==> config.mk <==
export PLATFORM = sky130hd
export DESIGN_NAME = data_mem_ctrl
export DESIGN_NICKNAME = d
export VERILOG_FILES = /design/src/hw/lsu_pkg.sv /design/src/hw/data_mem_ctrl.sv
export VERILOG_INCLUDE_DIRS = /design/src /design/src/hw
export SDC_FILE = /design/constraint.sdc
export NUM_CORES = 1
export LEC_CHECK = 0
export BUFFER_PORTS_ARGS = -buffer_cell sky130_fd_sc_hd__buf_2
export CAP_MARGIN = 5
export CORE_MARGIN = 10
export CORE_UTILIZATION = 35
export CTS_BUF_LIST = sky130_fd_sc_hd__clkbuf_8
export DETAILED_ROUTE_END_ITERATION = 8
export PLACE_DENSITY = 0.86
export SETUP_SLACK_MARGIN = 0.4
export SKIP_CTS_REPAIR_TIMING = 1
export SYNTH_ARGS = -nofsm -noshare
export SYNTH_HDL_FRONTEND = slang
export SYNTH_SLANG_ARGS = --single-unit
==> constraint.sdc <==
create_clock -name clk -period 1.3 [get_ports clk]
set_input_delay 0.195 -clock clk [delete_from_list [all_inputs] [get_ports clk]]
set_output_delay 0.195 -clock clk [all_outputs]
set_load 0.02 [all_outputs]
==> src/hw/lsu_settings.svh <==
`ifndef LSU_SETTINGS_SVH
`define LSU_SETTINGS_SVH

// data and address width of the core
`define LSU_XLEN          64
`define LSU_REG_ADDRWIDTH 5
`define LSU_MEMOP_LEN     4

// memory operation codes where code 0 means no operation
`define LSU_MEMOP_LB  4'd1
`define LSU_MEMOP_LBU 4'd2
`define LSU_MEMOP_LH  4'd3
`define LSU_MEMOP_LHU 4'd4
`define LSU_MEMOP_LW  4'd5
`define LSU_MEMOP_LWU 4'd6
`define LSU_MEMOP_LD  4'd7
`define LSU_MEMOP_SB  4'd8
`define LSU_MEMOP_SH  4'd9
`define LSU_MEMOP_SW  4'd10
`define LSU_MEMOP_SD  4'd11

// size of the data memory in doublewords
`define LSU_MEM_DWORDS 256

`endif

==> src/hw/lsu_pkg.sv <==
`include "lsu_settings.svh"

package lsu_pkg;

  // one memory operation handed over by the core
  typedef struct packed {
    logic [`LSU_MEMOP_LEN-1:0]     mem_op;
    logic [`LSU_XLEN-1:0]          addr;
    logic [`LSU_XLEN-1:0]          store_data;
    logic [`LSU_REG_ADDRWIDTH-1:0] rd_idx;
  } lsu_op_t;

  // answer returned to the core on core_ack
  typedef struct packed {
    logic [`LSU_XLEN-1:0]          load_data;
    logic [`LSU_REG_ADDRWIDTH-1:0] rd_idx;
    logic                          misaligned;
  } lsu_resp_t;

  // one access to the doubleword storage
  // wdata is already placed in its byte lanes and wstrb marks those lanes
  typedef struct packed {
    logic [$clog2(`LSU_MEM_DWORDS)-1:0] dword_idx;
    logic [`LSU_XLEN-1:0]               wdata;
    logic [`LSU_XLEN/8-1:0]             wstrb;
    logic                               write;
  } mem_req_t;

  // full doubleword read back from the storage
  typedef logic [`LSU_XLEN-1:0] mem_rdata_t;

endpackage

==> src/hw/data_mem_ctrl.sv <==
`timescale 1ns/1ps
`include "lsu_settings.svh"

module data_mem_ctrl import lsu_pkg::*; (
  input  logic                               clk,
  input  logic                               arst_n,
  input  logic                               mem_req,
  input  mem_req_t                           mem_req_data,
  output logic                               mem_ack,
  output mem_rdata_t                         mem_rdata,
  output logic                               ram_en,
  output logic                               ram_we,
  output logic [$clog2(`LSU_MEM_DWORDS)-1:0] ram_idx,
  output logic [`LSU_XLEN-1:0]               ram_wdata,
  output logic [`LSU_XLEN/8-1:0]             ram_wstrb,
  input  logic [`LSU_XLEN-1:0]               ram_rdata
);

  typedef enum logic [1:0] {
    C_IDLE,
    C_READ,
    C_HOLD
  } ctrl_state_e;

  ctrl_state_e state;
  logic        access;

  // a held mem_ack masks mem_req because a request is only taken in idle
  assign access = (state == C_IDLE) & mem_req;

  // the array is enabled in the same cycle the request is first seen
  assign ram_en    = access;
  assign ram_we    = access & mem_req_data.write;
  assign ram_idx   = mem_req_data.dword_idx;
  assign ram_wdata = mem_req_data.wdata;
  assign ram_wstrb = mem_req_data.wstrb;

  always_ff @(posedge clk or negedge arst_n) begin
    if (!arst_n) begin
      state     <= C_IDLE;
      mem_ack   <= 1'b0;
      mem_rdata <= '0;
    end else begin
      case (state)
        C_IDLE: begin
          if (access) begin
            state <= C_READ;
          end
        end
        C_READ: begin
          // array output is valid one cycle after the enable
          mem_rdata <= ram_rdata;
          mem_ack   <= 1'b1;
          state     <= C_HOLD;
        end
        C_HOLD: begin
          if (!mem_req) begin
            mem_ack <= 1'b0;
            state   <= C_IDLE;
          end
        end
        default: state <= C_IDLE;
      endcase
    end
  end

endmodule

==> results.cfg <==
[status]
run_status = finished, violations left
failed_checks = negative setup slack

[floorplan]
fp-row-count = 35
io_pins = 295
die_width_um = 118.3
dieArea_um2 = 13990
core_area_um2 = 9328
die_h_um = 118.3
start_util_pct = 36.24

[critical_path]
r2r_cells = 6
cp_max_fo = 5
timing.rr.start = state[1]
cp-end-kind = output port
required_ps = 1110
crit_path_end = ram_we
reg2reg_to = mem_rdata[17]
startpoint_type = flip-flop
rrSetupSlack_ps = -220
critPathKind = flip-flop to output port
cp.arrival_ps = 1350
startpoint = state[0]

[clocking]
ctsHtreeMaxLevel = 3
cts_tree = yes
cts_max_path_buffers = 2
insertion_delay_ps = 340
clk_pin_slew_ps = 80
clock_sinks = 67
cts-buffers-inserted = 9
cts-root-buf = clkbuf_8

[final_layout]
final_nets = 500
n_fill_cell = 758
layout-drive-gt1-share_pct = 80.11
syn_to_final_growth_pct = 45.34
diodes = 0

[hold_path]
min_path_cells = 2
hold_class = input port to flip-flop

[global_route]
grt_overflow = 0
grt_pass1_vias = 2261
grt_max_degree = 68
grt_usage_pct = 11.04
grt_first_pass_wirelength_mm = 12.48
antenna_found_initial = 0

[synth]
syn_avg_cell_area_um2 = 14.83
synth-seq-cells = 67
syn-instance-count = 228
synth_cell_types = 13
netlist_area_um2 = 3381
synth_area_leaders = dfrtp_1, mux2_4, buf_4
syn_nets = 376
yosys_warnings = 0
yosys.area.top_type = dfrtp_1
synth_top_area_share_pct = 49.59
ys_seq_area_share_pct = 49.59

[power]
p_leak_nw = 2.439
p_total_mw = 14.48
pwr_density_cell_nw_per_um2 = 2947
vdd_drop_max_mv = 1.465

[timing]
hold_slack_ps = 82.57
worstMarginPinSlew_ps = 352.1
finalMaxSlewViolations = 0
hold_viol = 0
fin_crit_ps = 1543
fin_ws_ps = -242.9
clock-skew-final_ps = 5.829
final-setup-viol-count = 66
rsz0062_at_grt = true
clock.fmax_mhz = 648.1
post-route-period-util_pct = 118.7
maxSlewHeadroom_pct = 76.52

[place]
gp_congestion = 0.7294
hpwlAfterDp_mm = 6.022
portBuffers = 134

[drt]
dr.pass1.iters = 4
antenna_left = 0
drtIter0Drc = 66
wirelength_mm = 9.901
vias = 2135
routedWlPerCell_um = 20.37
post_drt_via_cell_ratio = 4.393
drcViolationCount = 0

[flow_run]
drv_cap = 0
[synthesized netlist by cell type (all sizes together)]
cell,n
nand2b,1
and2,1
nor3b,3
dfrtp,67
buf,87
mux2,64
nor3,1
nand3b,1
nor2,1
nor2b,2
[routing by layer]
| metal | up-vias | share of wire (%) | track usage (%) |
|---|---|---|---|
| met5 | - | 0 | 0 |
| met4 | 0 | 2.8 | 5.951 |
| met3 | 43 | 11 | 7.473 |
| met2 | 148 | 50 | 16.59 |
| met1 | 1020 | 36 | 11.41 |
| li1 | 924 | - | - |
[layout by cell type, fill, tap and decap left out, types with 2 or more instances in the layout]
cell	count
buf_12	5
buf_2	68
buf_4	47
buf_6	71
bufinv_16	2
clkbuf_16	6
clkbuf_8	11
clkinvlp_4	2
dfrtp_1	67
mux2_2	8
mux2_4	56
nor3b_4	2
[per-stage QoR]
stage | util, % | setup TNS (ps) | std cells | instance area (um2) | setup WS, ps
2_1_floorplan | - | 0 | 228 | 3393 | 11.46
3_3_place_gp | 38.30 | -281.5 | 409 | 3572 | -47.63
3_5_place_dp | 38.30 | -1444 | 409 | 3572 | -84.19
4_1_cts | 40.82 | -2146 | 425 | 3807 | -347.3
5_1_grt | 52.68 | -10140 | 486 | 4913 | -308.3
6_report | 52.68 | -8289 | 486 | 4913 | -242.9
[layout make-up]
class	instances	area [um2]	area share, %
clock inverter	5	83.83	1.706
timing repair buffer	200	1795	36.54
tap	129	161.4	3.285
multi-input combinational	74	1045	21.26
clock buffer	11	151.4	3.081
sequential	67	1677	34.12
[state kept, by name (all words and copies together) (netlist names)]
| signal | count |
|---|---|
| state | 2 |
| mem_rdata | 64 |
| mem_ack | 1 |
[worst min-delay path by stage]
stage / endpoint / start
floorplan: mem_ack / arst_n
global route: mem_rdata[10] / ram_rdata[10]
CTS: mem_rdata[15] / arst_n
finish: mem_rdata[29] / ram_rdata[29]
detailed placement: mem_rdata[15] / arst_n
global placement: mem_rdata[15] / arst_n
[power by group]
group / switching (mW) / internal, mW / leakage (nW)
clock network: 0.820 / 1.19 / 0.112
logic: 3.24 / 5.21 / 1.54
registers: 0.858 / 3.17 / 0.787
total: 4.91 / 9.57 / 2.44
[worst max-delay path: stages, from the launching register on]
cell and delay (ps):
dfrtp_1 400, buf_6 140, nor3b_4 200, and2_4 170, buf_6 110
[cells by family (layout without fill, tap and decap cells)]
family,Yosys count,count (layout),synth area share (%)
flip-flops,67,67,49.59
buffers and inverters,87,216,21.54
multiplexers,64,64,26.76
AND/OR/NAND/NOR,10,10,2.110
No activity file was read; power rests on OpenSTA's default activity.
