$ cat config.mk
export PLATFORM = sky130hd
export DESIGN_NAME = mem_stage
export DESIGN_NICKNAME = d
export VERILOG_FILES = /design/src/hw/lsu_pkg.sv /design/src/hw/mem_stage.sv
export VERILOG_INCLUDE_DIRS = /design/src /design/src/hw
export SDC_FILE = /design/constraint.sdc
export NUM_CORES = 1
export LEC_CHECK = 0
export BUFFER_PORTS_ARGS = -buffer_cell sky130_fd_sc_hd__buf_4
export CAP_MARGIN = 30
export CORE_MARGIN = 5
export CORE_UTILIZATION = 44
export CTS_CLUSTER_DIAMETER = 60
export DETAILED_ROUTE_END_ITERATION = 6
export GPL_ROUTABILITY_DRIVEN = 1
export PLACE_DENSITY = 0.85
export SYNTH_ARGS = -nofsm -noshare
export SYNTH_HDL_FRONTEND = slang
export SYNTH_SLANG_ARGS = --single-unit
$ cat constraint.sdc
create_clock -name clk -period 4.7 [get_ports clk]
set_input_delay 0.47 -clock clk [delete_from_list [all_inputs] [get_ports clk]]
set_output_delay 0.47 -clock clk [all_outputs]
set_load 0.05 [all_outputs]
$ cat src/hw/lsu_settings.svh
`ifndef LSU_SETTINGS_SVH
`define LSU_SETTINGS_SVH

// data and address width of the core
`define LSU_XLEN          64
`define LSU_REG_ADDRWIDTH 5
`define LSU_MEMOP_LEN     4

// memory operation codes where code 0 means no operation
`define LSU_MEMOP_LB  4'd1
`define LSU_MEMOP_LBU 4'd2
`define LSU_MEMOP_LH  4'd3
`define LSU_MEMOP_LHU 4'd4
`define LSU_MEMOP_LW  4'd5
`define LSU_MEMOP_LWU 4'd6
`define LSU_MEMOP_LD  4'd7
`define LSU_MEMOP_SB  4'd8
`define LSU_MEMOP_SH  4'd9
`define LSU_MEMOP_SW  4'd10
`define LSU_MEMOP_SD  4'd11

// size of the data memory in doublewords
`define LSU_MEM_DWORDS 256

`endif

$ cat src/hw/lsu_pkg.sv
`include "lsu_settings.svh"

package lsu_pkg;

  // one memory operation handed over by the core
  typedef struct packed {
    logic [`LSU_MEMOP_LEN-1:0]     mem_op;
    logic [`LSU_XLEN-1:0]          addr;
    logic [`LSU_XLEN-1:0]          store_data;
    logic [`LSU_REG_ADDRWIDTH-1:0] rd_idx;
  } lsu_op_t;

  // answer returned to the core on core_ack
  typedef struct packed {
    logic [`LSU_XLEN-1:0]          load_data;
    logic [`LSU_REG_ADDRWIDTH-1:0] rd_idx;
    logic                          misaligned;
  } lsu_resp_t;

  // one access to the doubleword storage
  // wdata is already placed in its byte lanes and wstrb marks those lanes
  typedef struct packed {
    logic [$clog2(`LSU_MEM_DWORDS)-1:0] dword_idx;
    logic [`LSU_XLEN-1:0]               wdata;
    logic [`LSU_XLEN/8-1:0]             wstrb;
    logic                               write;
  } mem_req_t;

  // full doubleword read back from the storage
  typedef logic [`LSU_XLEN-1:0] mem_rdata_t;

endpackage

$ cat src/hw/mem_stage.sv
`timescale 1ns/1ps
`include "lsu_settings.svh"

module mem_stage import lsu_pkg::*; (
  input  logic       clk,
  input  logic       arst_n,
  input  logic       core_req,
  input  lsu_op_t    core_op,
  output logic       core_ack,
  output lsu_resp_t  core_resp,
  output logic       mem_req,
  output mem_req_t   mem_req_data,
  input  logic       mem_ack,
  input  mem_rdata_t mem_rdata
);

  localparam int IDX_W = $clog2(`LSU_MEM_DWORDS);

  typedef enum logic [1:0] {
    ST_IDLE,
    ST_REQUEST,
    ST_RESPOND,
    ST_WAIT_REL
  } state_e;

  state_e  state;
  lsu_op_t op_q;

  logic                 is_byte;
  logic                 is_half;
  logic                 is_word;
  logic                 is_dword;
  logic                 is_store;
  logic                 is_unsigned;
  logic                 misaligned;
  logic [2:0]           lane;
  logic [5:0]           lane_shift;
  logic [7:0]           size_strb;
  logic [`LSU_XLEN-1:0] rd_shifted;
  logic [`LSU_XLEN-1:0] load_ext;

  // the operation is held here for the whole handshake
  always_ff @(posedge clk) begin
    if (state == ST_IDLE && core_req) begin
      op_q <= core_op;
    end
  end

  always_comb begin
    is_byte     = 1'b0;
    is_half     = 1'b0;
    is_word     = 1'b0;
    is_dword    = 1'b0;
    is_store    = 1'b0;
    is_unsigned = 1'b0;
    case (op_q.mem_op)
      `LSU_MEMOP_LB:  is_byte = 1'b1;
      `LSU_MEMOP_LBU: begin
        is_byte     = 1'b1;
        is_unsigned = 1'b1;
      end
      `LSU_MEMOP_SB: begin
        is_byte  = 1'b1;
        is_store = 1'b1;
      end
      `LSU_MEMOP_LH:  is_half = 1'b1;
      `LSU_MEMOP_LHU: begin
        is_half     = 1'b1;
        is_unsigned = 1'b1;
      end
      `LSU_MEMOP_SH: begin
        is_half  = 1'b1;
        is_store = 1'b1;
      end
      `LSU_MEMOP_LW:  is_word = 1'b1;
      `LSU_MEMOP_LWU: begin
        is_word     = 1'b1;
        is_unsigned = 1'b1;
      end
      `LSU_MEMOP_SW: begin
        is_word  = 1'b1;
        is_store = 1'b1;
      end
      `LSU_MEMOP_SD: begin
        is_dword = 1'b1;
        is_store = 1'b1;
      end
      // LD and the idle code which never reaches memory
      default: is_dword = 1'b1;
    endcase
  end

  assign lane       = op_q.addr[2:0];
  assign lane_shift = {lane, 3'b000};

  // for natural alignment the low address bits below the access size must be zero
  assign misaligned = (is_half & lane[0]) |
                      (is_word & (lane[1:0] != 2'b00)) |
                      (is_dword & (lane != 3'b000));

  assign size_strb = is_byte ? 8'h01 :
                     is_half ? 8'h03 :
                     is_word ? 8'h0f : 8'hff;

  always_comb begin
    mem_req_data.dword_idx = op_q.addr[IDX_W+2:3];
    mem_req_data.wdata     = op_q.store_data << lane_shift;
    mem_req_data.wstrb     = size_strb << lane;
    mem_req_data.write     = is_store;
  end

  // bring the addressed bytes down to bit 0 before extension
  assign rd_shifted = mem_rdata >> lane_shift;

  always_comb begin
    if (is_byte) begin
      load_ext = {{(`LSU_XLEN-8){~is_unsigned & rd_shifted[7]}}, rd_shifted[7:0]};
    end else if (is_half) begin
      load_ext = {{(`LSU_XLEN-16){~is_unsigned & rd_shifted[15]}}, rd_shifted[15:0]};
    end else if (is_word) begin
      load_ext = {{(`LSU_XLEN-32){~is_unsigned & rd_shifted[31]}}, rd_shifted[31:0]};
    end else begin
      load_ext = rd_shifted;
    end
  end

  always_ff @(posedge clk or negedge arst_n) begin
    if (!arst_n) begin
      state     <= ST_IDLE;
      core_ack  <= 1'b0;
      core_resp <= '0;
      mem_req   <= 1'b0;
    end else begin
      case (state)
        ST_IDLE: begin
          if (core_req) begin
            state <= ST_REQUEST;
          end
        end
        ST_REQUEST: begin
          if (misaligned) begin
            // answer at once since memory is never touched
            core_ack  <= 1'b1;
            core_resp <= '{load_data: '0, rd_idx: op_q.rd_idx, misaligned: 1'b1};
            state     <= ST_RESPOND;
          end else if (!mem_req) begin
            mem_req <= 1'b1;
          end else if (mem_ack) begin
            mem_req   <= 1'b0;
            core_ack  <= 1'b1;
            core_resp <= '{load_data: is_store ? '0 : load_ext,
                           rd_idx: op_q.rd_idx,
                           misaligned: 1'b0};
            state     <= ST_RESPOND;
          end
        end
        ST_RESPOND: begin
          if (!core_req) begin
            core_ack <= 1'b0;
            state    <= mem_ack ? ST_WAIT_REL : ST_IDLE;
          end
        end
        // the memory side must be back to zero before a new capture
        ST_WAIT_REL: begin
          if (!mem_ack) begin
            state <= ST_IDLE;
          end
        end
        default: state <= ST_IDLE;
      endcase
    end
  end

endmodule

==> summary.md, run 1 <==
| Metric | Value |
|---|---|
| Root Driver | clkbuf_16 |
| Drt first pass iters | 5 |
| H-tree Lvls | 4 |
| Dpl cells | 1495 |
| End point of the critical path | mem_req_data[63] |
| Slew HR | 0.3372 |
| Detailed-route via count | roughly 9000 |
| Worst-margin pin slew | between 900 and 1000 ps |
| Antenna diodes | 0 |
| Cell count of the worst hold path | 1 |
| GRT overflow | 0 |
| Final Wtd Congestion | 0.9190 |
| Worst reg2reg path depth | 6 |
| Cell Rows | 56 |
| Pwr dens | 600.2 nW/um^2 |
| GR Util met2 | 0.4136 |
| Die area | roughly 27000 um^2 |
| Final WL | 34010 um |
| Routed len/inst | between 20 and 25 um |
| Core area | between 20000 and 25000 um^2 |
| Largest net degree at the start of global routing | 76 |
| Setup tns final | 0 ps |
| Most used routing layer | met2 |
| DIE WIDTH | about 160 um |
| Clock sink count | between 150 and 200 |
| Final hold violations | 0 |
| Non-filler cells, final | 1529 |
| Max-cap violations | 0 |
| Global-route wire length before repair | slightly above 50000 um |
| R2r startpoint | lane[0]$_DFFE_PP_ |
| RSZ-0062 raised after global routing | no |
| Clock buffer depth | 2 |
| Initial drt markers | between 800 and 900 |
| Arr. time, crit path | slightly below 3000 ps |
| Vias in the first global route | 8970 |
| Avg Vias per Cell | approximately 5.9 |
| Library cells used by synthesis | between 60 and 70 |
| Initial Util | 0.4433 |
| Cell count after synthesis | 948 |
| Worst hold path class | in2reg |
| Met3 usage | 0.06662 |
| Num CTS Buffers | 17 |
| Yosys warns | 0 |
| Fraction of layout cells with a size suffix above 1 | 0.4124 |
| Async SR Flop Fraction | 0.4684 |
| Crit path max fanout | 62 |
| Port bufs | 304 |
| Fin crit share | 0.7350 |
| Chip height | around 160 um |
| Final Max Slew Viols | 0 |
| Setup CP Type | reg2out |
| Final Util | 0.5704 |
| # IOs | roughly 360 |
| Mean post-synth cell area | 10.91 um^2 |
| Main synth FF type | edfxtp_1 |
| Area Overhead vs Synth | 28.68% |
| Status | complete, no violations |
| Final min period | 3455 ps |
| Static Leak | between 0.005 and 0.006 uW |
| Number of remaining DRC errors | 0 |
| Cell taking the most area after synthesis | edfxtp_1 |
| Top cell type's share of synthesized area | 0.2439 |
| CTS tree | done |
| Worst vdd ir | 325.7 uV |
| Fmax | just under 300 MHz |
| R2r setup slk | 1290 ps |
| Most common cell in the netlist | mux2i_1 |
| Synthesis-stage register bit count | 158 |
| Cell Area, Synth | 10340 um^2 |
| Mapped Nets | about 1200 |
| Most common library cells after synthesis | 97 x mux2i_1, 84 x edfxtp_1, 74 x dfrtp_1, 67 x a21oi_1, 65 x mux2_2 |
| Post-synth EDFFs | 84 |
| Clock edge transition at the registers on the reported setup and hold paths | roughly 80 ps |
| Crit path from | lane[1]$_DFFE_PP_ |
| ANT nets after route | 0 |
| Worst Skew | roughly 15 ps |
| Crit end category | output pin |
| Worst setup SP type | register |
| Grt met1 use | 0.3056 |
| Setup violators final | 0 |
| Sequential share of the synthesized area | 0.4229 |
| DP Wirelength | about 24000 um |
| Total track usage | 0.2481 |
| CP Data Required Time | about 4200 ps |
| Synth top area cells | edfxtp_1 24%, dfrtp_1 18%, mux2i_1 9.4% |
| Worst R2R End | core_resp[69]$_DFFE_PN0P_ |
| Clk_lat worst skew | 440 ps |
| Total Nets Final | 1402 |
| Initial antenna violation count | 0 |
==> flip-flops by register name, summed over array words and instances, names as in the netlist <==
register / cells
op_q: 73
core_resp: 70
core_ack: 1
state: 2
lane: 3
mem_req_data: 8
mem_req: 1
==> cells in the final DEF, fill, tap and decap left out, types with 9 or more instances in the layout <==
cell type	count
nand3b_1	11
a211oi_1	17
nand2_1	34
nor2_1	60
mux2i_1	97
o2111ai_1	9
o211ai_1	9
and2_1	14
buf_4	328
inv_1	59
mux2_2	65
edfxtp_1	84
o22ai_1	28
and3_1	9
a221oi_1	10
mux4_2	14
nor2b_1	13
a21oi_1	67
o32ai_2	40
o21ai_0	50
clkbuf_16	17
dfrtp_1	74
==> how the worst min path moves through the flow <==
stage / from / end / slack (ps)
detailed placement: op_q[0]$_DFFE_PP_ / core_resp[1]$_DFFE_PN0P_ / 470
floorplan: arst_n / core_ack$_DFFE_PN0P_ / 170
CTS: core_op[77] / mem_req_data[78]$_DFFE_PP_ / 180
finish: core_op[5] / op_q[5]$_DFFE_PP_ / 200
global placement: op_q[0]$_DFFE_PP_ / core_resp[1]$_DFFE_PN0P_ / 460
global route: core_op[77] / mem_req_data[78]$_DFFE_PP_ / 180
==> where the power goes <==
| group | total [uW] | switching (uW) | internal, uW |
|---|---|---|---|
| Sequential | 2140 | 272 | 1870 |
| Combinational | 4390 | 2960 | 1430 |
| Clock | 1460 | 685 | 771 |
| Total | 7990 | 3910 | 4070 |
==> critical path: stages (launching register included) <==
cell,delay (ps)
edfxtp_1,770
buf_4,750
mux2i_1,240
o21ai_0,270
nand2_1,80
o21ai_0,140
buf_4,250
==> routing by layer <==
metal | wire (um) | vias to the layer above
li1 | - | 4063
met5 | 0 | -
met1 | 12920 | 4386
met4 | 1189 | 0
met3 | 3349 | 70
met2 | 16560 | 523
==> cells by family after synthesis <==
family	synth area share
flip-flops	0.4229
multiplexers	0.1951
AO/OA/AOI/OAI	0.2129
buffers and inverters	0.08021
AND/OR/NAND/NOR	0.08541
XOR/XNOR	0.003388
==> final cells by class <==
class	instances	area [um^2]
clock buffer	17	425.4
clock inverter	15	198.9
fill	1888	10020
inverter	61	234.0
multi-input combinational	628	5157
sequential	158	4374
tap	319	399.1
timing repair buffer	331	2520
==> timing repair <==
action,4_1_cts,5_1_grt
setup buffers,0,0
endpoints found under the setup margin,0,0
endpoints found under the hold margin,0,26
resized for setup,0,0
hold buffers,0,1
==> stage by stage <==
| step | hold slack [ps] | cell area, um^2 | total power (uW) | worst slack, ps |
|---|---|---|---|---|
| 5_1_grt | 178.5 | 13310 | 8357 | 1031 |
| 3_5_place_dp | 469.2 | 12650 | 6545 | 1315 |
| 2_1_floorplan | 174.4 | 10340 | 5316 | 100.0 |
| 3_3_place_gp | 456.4 | 12650 | 6468 | 1414 |
| 4_1_cts | 181.5 | 13270 | 8017 | 1174 |
| 6_report | 200.8 | 13310 | 7988 | 1245 |
Note: power is estimated with default switching activity, not from simulation.
==> inputs of run 2 (changes only) <==
--- a/config.mk
+++ b/config.mk
@@ -6,6 +6,7 @@
 export SDC_FILE = /design/constraint.sdc
 export NUM_CORES = 1
 export LEC_CHECK = 0
+export ABC_AREA = 1
 export BUFFER_PORTS_ARGS = -buffer_cell sky130_fd_sc_hd__buf_4
 export CAP_MARGIN = 30
 export CORE_MARGIN = 5
@@ -13,7 +14,7 @@
 export CTS_CLUSTER_DIAMETER = 60
 export DETAILED_ROUTE_END_ITERATION = 6
 export GPL_ROUTABILITY_DRIVEN = 1
-export PLACE_DENSITY = 0.85
+export PLACE_DENSITY = 0.83
 export SYNTH_ARGS = -nofsm -noshare
 export SYNTH_HDL_FRONTEND = slang
 export SYNTH_SLANG_ARGS = --single-unit
==> constraint.sdc (replaced) <==
create_clock -name clk -period 3.5 [get_ports clk]
set_input_delay 0.35 -clock clk [delete_from_list [all_inputs] [get_ports clk]]
set_output_delay 0.35 -clock clk [all_outputs]
set_load 0.05 [all_outputs]
==> run 2 against run 1 <==
  * Area after synthesis down 4.9%
  * Critical endpoint is now mem_req_data[72]
  * Clock power rose by 27%
  * Total power rose by 37%
  * Largest cell class unchanged
==> summary.md, run 2 <==
| Metric | Value |
|---|---|
| Largest net degree at the start of global routing | 140 (+84%) |
| Cell Area, Synth | 9833 um^2 (-4.9%) |
| Setup tns final | 0 ps (unchanged) |
| Worst Skew | 11.97 ps (-2.658 ps) |
| Initial drt markers | 1228 (+38%) |
| Final Wtd Congestion | 0.9970 (+8.5%) |
| Mean post-synth cell area | 7.204 um^2 (-34%) |
| GRT overflow | 0 (unchanged) |
| ANT nets after route | 0 (unchanged) |
| Area Overhead vs Synth | 29.52% |
| Final Util | 0.5818 (+0.01138) |
| Fill cells | 2024 (+7.2%) |
| Critical path's largest stage delay | 560 ps (-210 ps) |
| Main synth FF type | edfxtp_1 |
| CTS tree | done |
| Most common cell after layout, fill and taps aside | nand2_1 |
| Worst hold path class | in2async |
| Avg Vias per Cell | 5.535 (-6.4%) |
| Global-route wire length before repair | 55390 um (+7.9%) |
| Max FFs per register | 73 (unchanged) |
| Top cell type's share of synthesized area | 0.2565 (+0.01263) |
| CP Cell Sequence | buf_12 -> o21ai_0 -> o21ai_0 -> o21ai_0 -> buf_4 |
| Buf/Inv on CP | 2 (unchanged) |
| # Post-CTS Setup Buffers | 0 (unchanged) |
| Initial antenna violation count | 0 (unchanged) |
| Cell taking the most area after synthesis | edfxtp_1 |
| Chip height | 159.5 um (-2.3%) |
| Routed len/inst | 18.85 um (-15%) |
| DIE WIDTH | 159.5 um (-2.3%) |
| H-tree Lvls | 4 (unchanged) |
| Final Max Slew Viols | 0 (unchanged) |
| Logic gate share of total power | 0.569 (+0.019) |
| Cell Rows | 54 (-3.6%) |
| Most common library cells after synthesis | 509 x nand2_1, 172 x nand3_1, 115 x nor2_1, 107 x o21ai_0, 84 x edfxtp_1 |
| Hold-fix buffers at CTS | 0 (unchanged) |
| Clock edge transition at the registers on the reported setup and hold paths | 70 ps (about the same) |
| Final min period | about 3000 ps |
| Total track usage | 0.2723 (+0.02421) |
| P_sw | 5713 uW (+46%) |
| Slew HR | 0.3749 (+0.03766) |
| Initial Util | 0.4492 (+0.005924) |
| Yosys warns | 0 (unchanged) |
| Async SR Flop Fraction | 0.4684 (unchanged) |
| Arr. time, crit path | 2690 ps (-290 ps) |
| Final hold violations | 0 (unchanged) |
| DP Wirelength | 26100 um (+8.2%) |
| Clock buffer depth | 2 (unchanged) |
| Setup violators final | 0 (unchanged) |
| Static Leak | 0.006462 uW (+14%) |
| Synth top area cells | edfxtp_1 26%, nand2_1 19%, dfrtp_1 19% |
| Clock sink count | 158 (unchanged) |
| Mapped Nets | 1570 (+36%) |
| Worst setup SP type | register |
| Sequential share of the synthesized area | 0.4448 (+0.02190) |
| Most frequent cells in the layout | 509 x nand2_1, 321 x buf_4, 172 x nand3_1, 115 x nor2_1, 107 x o21ai_0 |
| Fraction of layout cells with a size suffix above 1 | 0.2402 (-0.1721) |
| Die area | 25440 um^2 (-4.6%) |
| Number of remaining DRC errors | 0 (unchanged) |
| Crit end category | output pin |
| Worst-margin pin slew | 937.7 ps (-56.49 ps) |
| Drt first pass iters | 6 (+1) |
| Cell count after synthesis | 1365 (+44%) |
| Total Nets Final | 1807 (+29%) |
| Status | complete, no violations |
| Power Total | 10980 uW (+37%) |
| Detailed-route via count | 10488 (+16%) |
| Max-cap violations | 0 (unchanged) |
| Critical path's top delay family | compound AO/OA/AOI/OAI gates |
| Post-synth EDFFs | 84 (unchanged) |
| Vias in the first global route | 10115 (+13%) |
| RSZ-0062 raised after global routing | no |
| Fmax | about 330 MHz |
| Dpl cells | 1863 (+25%) |
| Port bufs | 304 (unchanged) |
| Most common cell in the netlist | nand2_1 |
| Critical Path Most Common Cell | o21ai_0 |
| Crit path max fanout | 139 (+120%) |
| Clk_lat worst skew | 430 ps (about the same) |
| Sequential power share | 0.262 (-0.006) |
| Root Driver | clkbuf_16 |
| Slowest cell on crit path | edfxtp_1 |
| Sw Share | 0.5205 (+0.03039) |
| Pwr dens | 861.8 nW/um^2 (+44%) |
| Antenna diodes | 0 (unchanged) |
| CP Data Required Time | 3150 ps (-1080 ps) |
| Final WL | 35730 um (+5.0%) |
| Num CTS Buffers | 17 (unchanged) |
| Cell-internal power | 5264 uW (+29%) |
| Non-filler cells, final | 1895 (+24%) |
| Library cells used by synthesis | 35 (-45%) |
| Worst vdd ir | 455.3 uV (+40%) |
| Synthesis-stage register bit count | 158 (unchanged) |
| Resize count post-CTS | 0 (unchanged) |
| # IOs | 358 (unchanged) |
| Setup CP Type | reg2out |
| Core area | 21890 um^2 (-6.2%) |
| Largest register by flop count | op_q |
| Clock Power Share | 0.170 (-0.012) |
| Fin crit share | 0.8677 |
[run 2: per-layer routing]
| metal | wire length [um] | GRT usage | vias up |
|---|---|---|---|
| met5 | 0 | 0 | - |
| met4 | 1636 | 0.1280 | 0 |
| met3 | 3824 | 0.07404 | 100 |
| met2 | 17220 | 0.4538 | 647 |
| met1 | 13050 | 0.3274 | 4793 |
| li1 | - | - | 4948 |
[run 2: path summary, 6_finish.rpt]
path / end / slack, ps / start / depth (start not counted)
max: mem_req_data[72] / 460 / lane[0]$_DFFE_PP_ / 5
min: core_resp[63]$_DFFE_PN0P_ / 70 / arst_n / 1
max reg2reg: core_resp[23]$_DFFE_PN0P_ / 780 / lane[0]$_DFFE_PP_ / 11
min reg2reg: core_resp[5]$_DFFE_PN0P_ / 430 / op_q[4]$_DFFE_PP_ / 2
max in group asynchronous: core_resp[29]$_DFFE_PN0P_ / 2830 / arst_n / 1
min in group clk: op_q[38]$_DFFE_PP_ / 90 / core_op[38] / 1
[run 2: logic make-up (layout without fill, tap and decap cells)]
family                 after synthesis  in the layout  share of synthesized area
and+or+nand+nor                    828            828                     0.3507
buffers and inverters              183            433                    0.08271
AOI/OAI and AO/OA                  175            175                     0.1004
DFF                                158            158                     0.4448
muxes                               21             21                    0.02138
[run 2: stage by stage]
stage	instance area, um^2	hold slack (ps)	worst slack, ps
floorplan	9844	54.41	566.9
global placement	12160	426.1	847.1
detailed placement	12160	428.1	821.7
CTS	12740	72.47	484.2
global route	12740	71.15	325.0
finish	12740	74.84	463.1
[run 2: cell type report]
| class | instances | area (um^2) | share of cell area |
|---|---|---|---|
| tap | 280 | 350.3 | 0.02751 |
| clock inverter | 14 | 145.1 | 0.01140 |
| sequential | 158 | 4374 | 0.3435 |
| timing repair buffer | 325 | 2490 | 0.1955 |
| inverter | 76 | 285.3 | 0.02240 |
| multi-input combinational | 1024 | 4662 | 0.3660 |
| clock buffer | 18 | 429.2 | 0.03370 |
[run 2: worst reg2reg max path, stage by stage (launching register included)]
cell,delay [ps]
edfxtp_1,560
nor2_4,190
nand2_4,230
nand2_1,90
nor2_1,120
nand3_2,150
nand3_1,180
nand2_1,100
nor2_4,180
buf_4,530
nand3_1,240
nand2_1,90
[run 2: power by group through the flow]
stage                     Combinational, uW  Sequential (uW)  Clock (uW)
after floorplan                        3270             3940           0
after global placement                 6130             2880           0
after detailed placement               6200             2900           0
after CTS                              6220             2870        1880
after global routing                   6670             2930        1970
final                                  6240             2870        1860
==> inputs of run 3 (changes only) <==
--- a/config.mk
+++ b/config.mk
@@ -14,7 +14,7 @@
 export CTS_CLUSTER_DIAMETER = 60
 export DETAILED_ROUTE_END_ITERATION = 6
 export GPL_ROUTABILITY_DRIVEN = 1
-export PLACE_DENSITY = 0.83
+export PLACE_DENSITY_LB_ADDON = 0.15
 export SYNTH_ARGS = -nofsm -noshare
 export SYNTH_HDL_FRONTEND = slang
 export SYNTH_SLANG_ARGS = --single-unit
==> run 3 against run 2 <==
  * Cell count grew 0.47%
  * Sequential share of layout area fell by 0.23 points
  * Highest routed layer is now met5
  * Total power decreased by 0.82%
  * Critical path depth unchanged
  * Clock skew fell by 3.1 ps
  * Largest cell class unchanged
  * Wire length is 1.7% lower
  * Core utilization up 0.40 points
==> summary.md, run 3 (same netlist as run 2, synthesis figures left out) <==
| Metric | Value |
|---|---|
| Static Leak | 0.006509 uW (+0.74%) |
| R2r setup slk | 920 ps (+140 ps) |
| Setup tns final | 0 ps (unchanged) |
| Pwr dens | 848.9 nW/um^2 (-1.5%) |
| GRT overflow | 0 (unchanged) |
| Worst-margin pin slew | 859.6 ps (-78.09 ps) |
| Power Total | 10890 uW (-0.82%) |
| Largest register by flop count | op_q |
| Most frequent cells in the layout | 509 x nand2_1, 327 x buf_4, 172 x nand3_1, 115 x nor2_1, 107 x o21ai_0 |
| Number of remaining DRC errors | 0 (unchanged) |
| Worst Skew | 8.851 ps (-3.114 ps) |
| Clk_lat worst skew | 430 ps (about the same) |
| Fill cells | 2106 (+4.1%) |
| RSZ-0062 raised after global routing | no |
| ANT nets after route | 0 (unchanged) |
| Routed len/inst | 18.44 um (-2.2%) |
| Most common cell after layout, fill and taps aside | nand2_1 |
| Initial drt markers | 1083 (-12%) |
| DP Wirelength | 26050 um (-0.19%) |
| Worst vdd ir | 564.0 uV (+24%) |
| DIE WIDTH | 159.5 um (unchanged) |
| Slew HR | 0.4251 (+0.05020) |
| Crit end category | output pin |
| Fmax | 324.7 MHz (-1.4%) |
| CTS tree | done |
| Final Wtd Congestion | 0.9544 (-4.3%) |
| Fraction of layout cells with a size suffix above 1 | 0.2434 (+0.003129) |
| Status | complete, no violations |
| Largest net degree at the start of global routing | 92 (-34%) |
| Setup violators final | 0 (unchanged) |
| Arr. time, crit path | 2730 ps (+40 ps) |
| Max-cap violations | 0 (unchanged) |
| Worst hold path class | in2reg |
| Vias in the first global route | 9778 (-3.3%) |
| Design area | 12820 um^2 (+0.69%) |
| Total track usage | 0.2655 (-0.006808) |
| # IOs | 358 (unchanged) |
| Clock buffer depth | 2 (unchanged) |
| Core area | 21890 um^2 (unchanged) |
| Die area | 25440 um^2 (unchanged) |
| Area Overhead vs Synth | 30.41% |
| Initial Util | 0.4492 (unchanged) |
| Crit path max fanout | 76 (-45%) |
| Final hold violations | 0 (unchanged) |
| Cell Rows | 54 (unchanged) |
| Chip height | 159.5 um (unchanged) |
| Final min period | 3079 ps (+42.54 ps) |
| CP Data Required Time | 3150 ps (about the same) |
| Num CTS Buffers | 17 (unchanged) |
| Final WL | 35110 um (-1.7%) |
| Avg Vias per Cell | 5.416 (-2.1%) |
| Worst setup SP type | register |
| Detailed-route via count | 10312 (-1.7%) |
| Clock sink count | 158 (unchanged) |
| Port bufs | 304 (unchanged) |
| Root Driver | clkbuf_16 |
| Clock edge transition at the registers on the reported setup and hold paths | 80 ps (about the same) |
| Global-route wire length before repair | 54110 um (-2.3%) |
| Initial antenna violation count | 3 (+3) |
| Resize count post-CTS | 0 (unchanged) |
| Final Max Slew Viols | 0 (unchanged) |
| Final Util | 0.5858 (+0.004001) |
| H-tree Lvls | 4 (unchanged) |
| Total Nets Final | 1815 (+0.44%) |
| Placed instance area | 12210 um^2 (+0.37%) |
| Fin crit share | 0.8798 (+0.01215) |
| Drt first pass iters | 6 (unchanged) |
| Setup CP Type | reg2out |
| Max FFs per register | 73 (unchanged) |
| Hold Worst Slack | 82.69 ps (+7.849 ps) |
[run 3: metal layers]
metal	GRT usage	up-vias	part of all wire
met5	0	-	0.0013
met4	0.08414	6	0.030
met3	0.07611	69	0.087
met2	0.4392	519	0.48
met1	0.3367	4751	0.40
li1	-	4967	-
[run 3: path summary, 6_finish.rpt]
path / from / end / cells after the start
max in group asynchronous: arst_n / core_resp[9]$_DFFE_PN0P_ / 3
max reg2reg: lane[0]$_DFFE_PP_ / core_resp[51]$_DFFE_PN0P_ / 12
min in group asynchronous: arst_n / core_resp[23]$_DFFE_PN0P_ / 2
min: core_op[42] / op_q[42]$_DFFE_PP_ / 1
max: lane[0]$_DFFE_PP_ / mem_req_data[69] / 5
min reg2reg: op_q[1]$_DFFE_PP_ / core_resp[2]$_DFFE_PN0P_ / 2
[run 3: final cells by class]
type | count | area [um^2] | area share
well taps | 280 | 350.3 | 0.02732
flip-flops and latches | 158 | 4374 | 0.3411
diodes | 1 | 2.502 | 0.0001951
repair buffers | 333 | 2572 | 0.2006
multi-input cells | 1024 | 4662 | 0.3635
clock inverters | 14 | 147.6 | 0.01151
inverters | 76 | 285.3 | 0.02225
clock buffers | 18 | 429.2 | 0.03347
[run 3: where the power goes]
part           switching, uW  leakage (uW)  internal, uW
clock                    907      0.000280           952
combinational           4450       0.00446          1730
sequential               302       0.00177          2550
total                   5650       0.00651          5230
[run 3: metrics by stage]
| stage | std cells | setup WS, ps |
|---|---|---|
| floorplan | 1365 | 566.9 |
| global placement | 1869 | 928.1 |
| detailed placement | 1869 | 913.3 |
| CTS | 1901 | 437.9 |
| global route | 1903 | 262.8 |
| finish | 1904 | 420.6 |
[run 3: what timing repair did]
| item | in CTS | in global routing |
|---|---|---|
| setup endpoints to repair | 0 | 0 |
| hold buffers | 0 | 1 |
| endpoints found under the hold margin | 0 | 6 |
| buffers inserted | 0 | 0 |
[run 3: critical path, cell delays in order (launching register included)]
cell,delay (ps)
edfxtp_1,490
buf_4,700
o21ai_0,360
o21ai_0,340
o21ai_0,130
buf_4,220
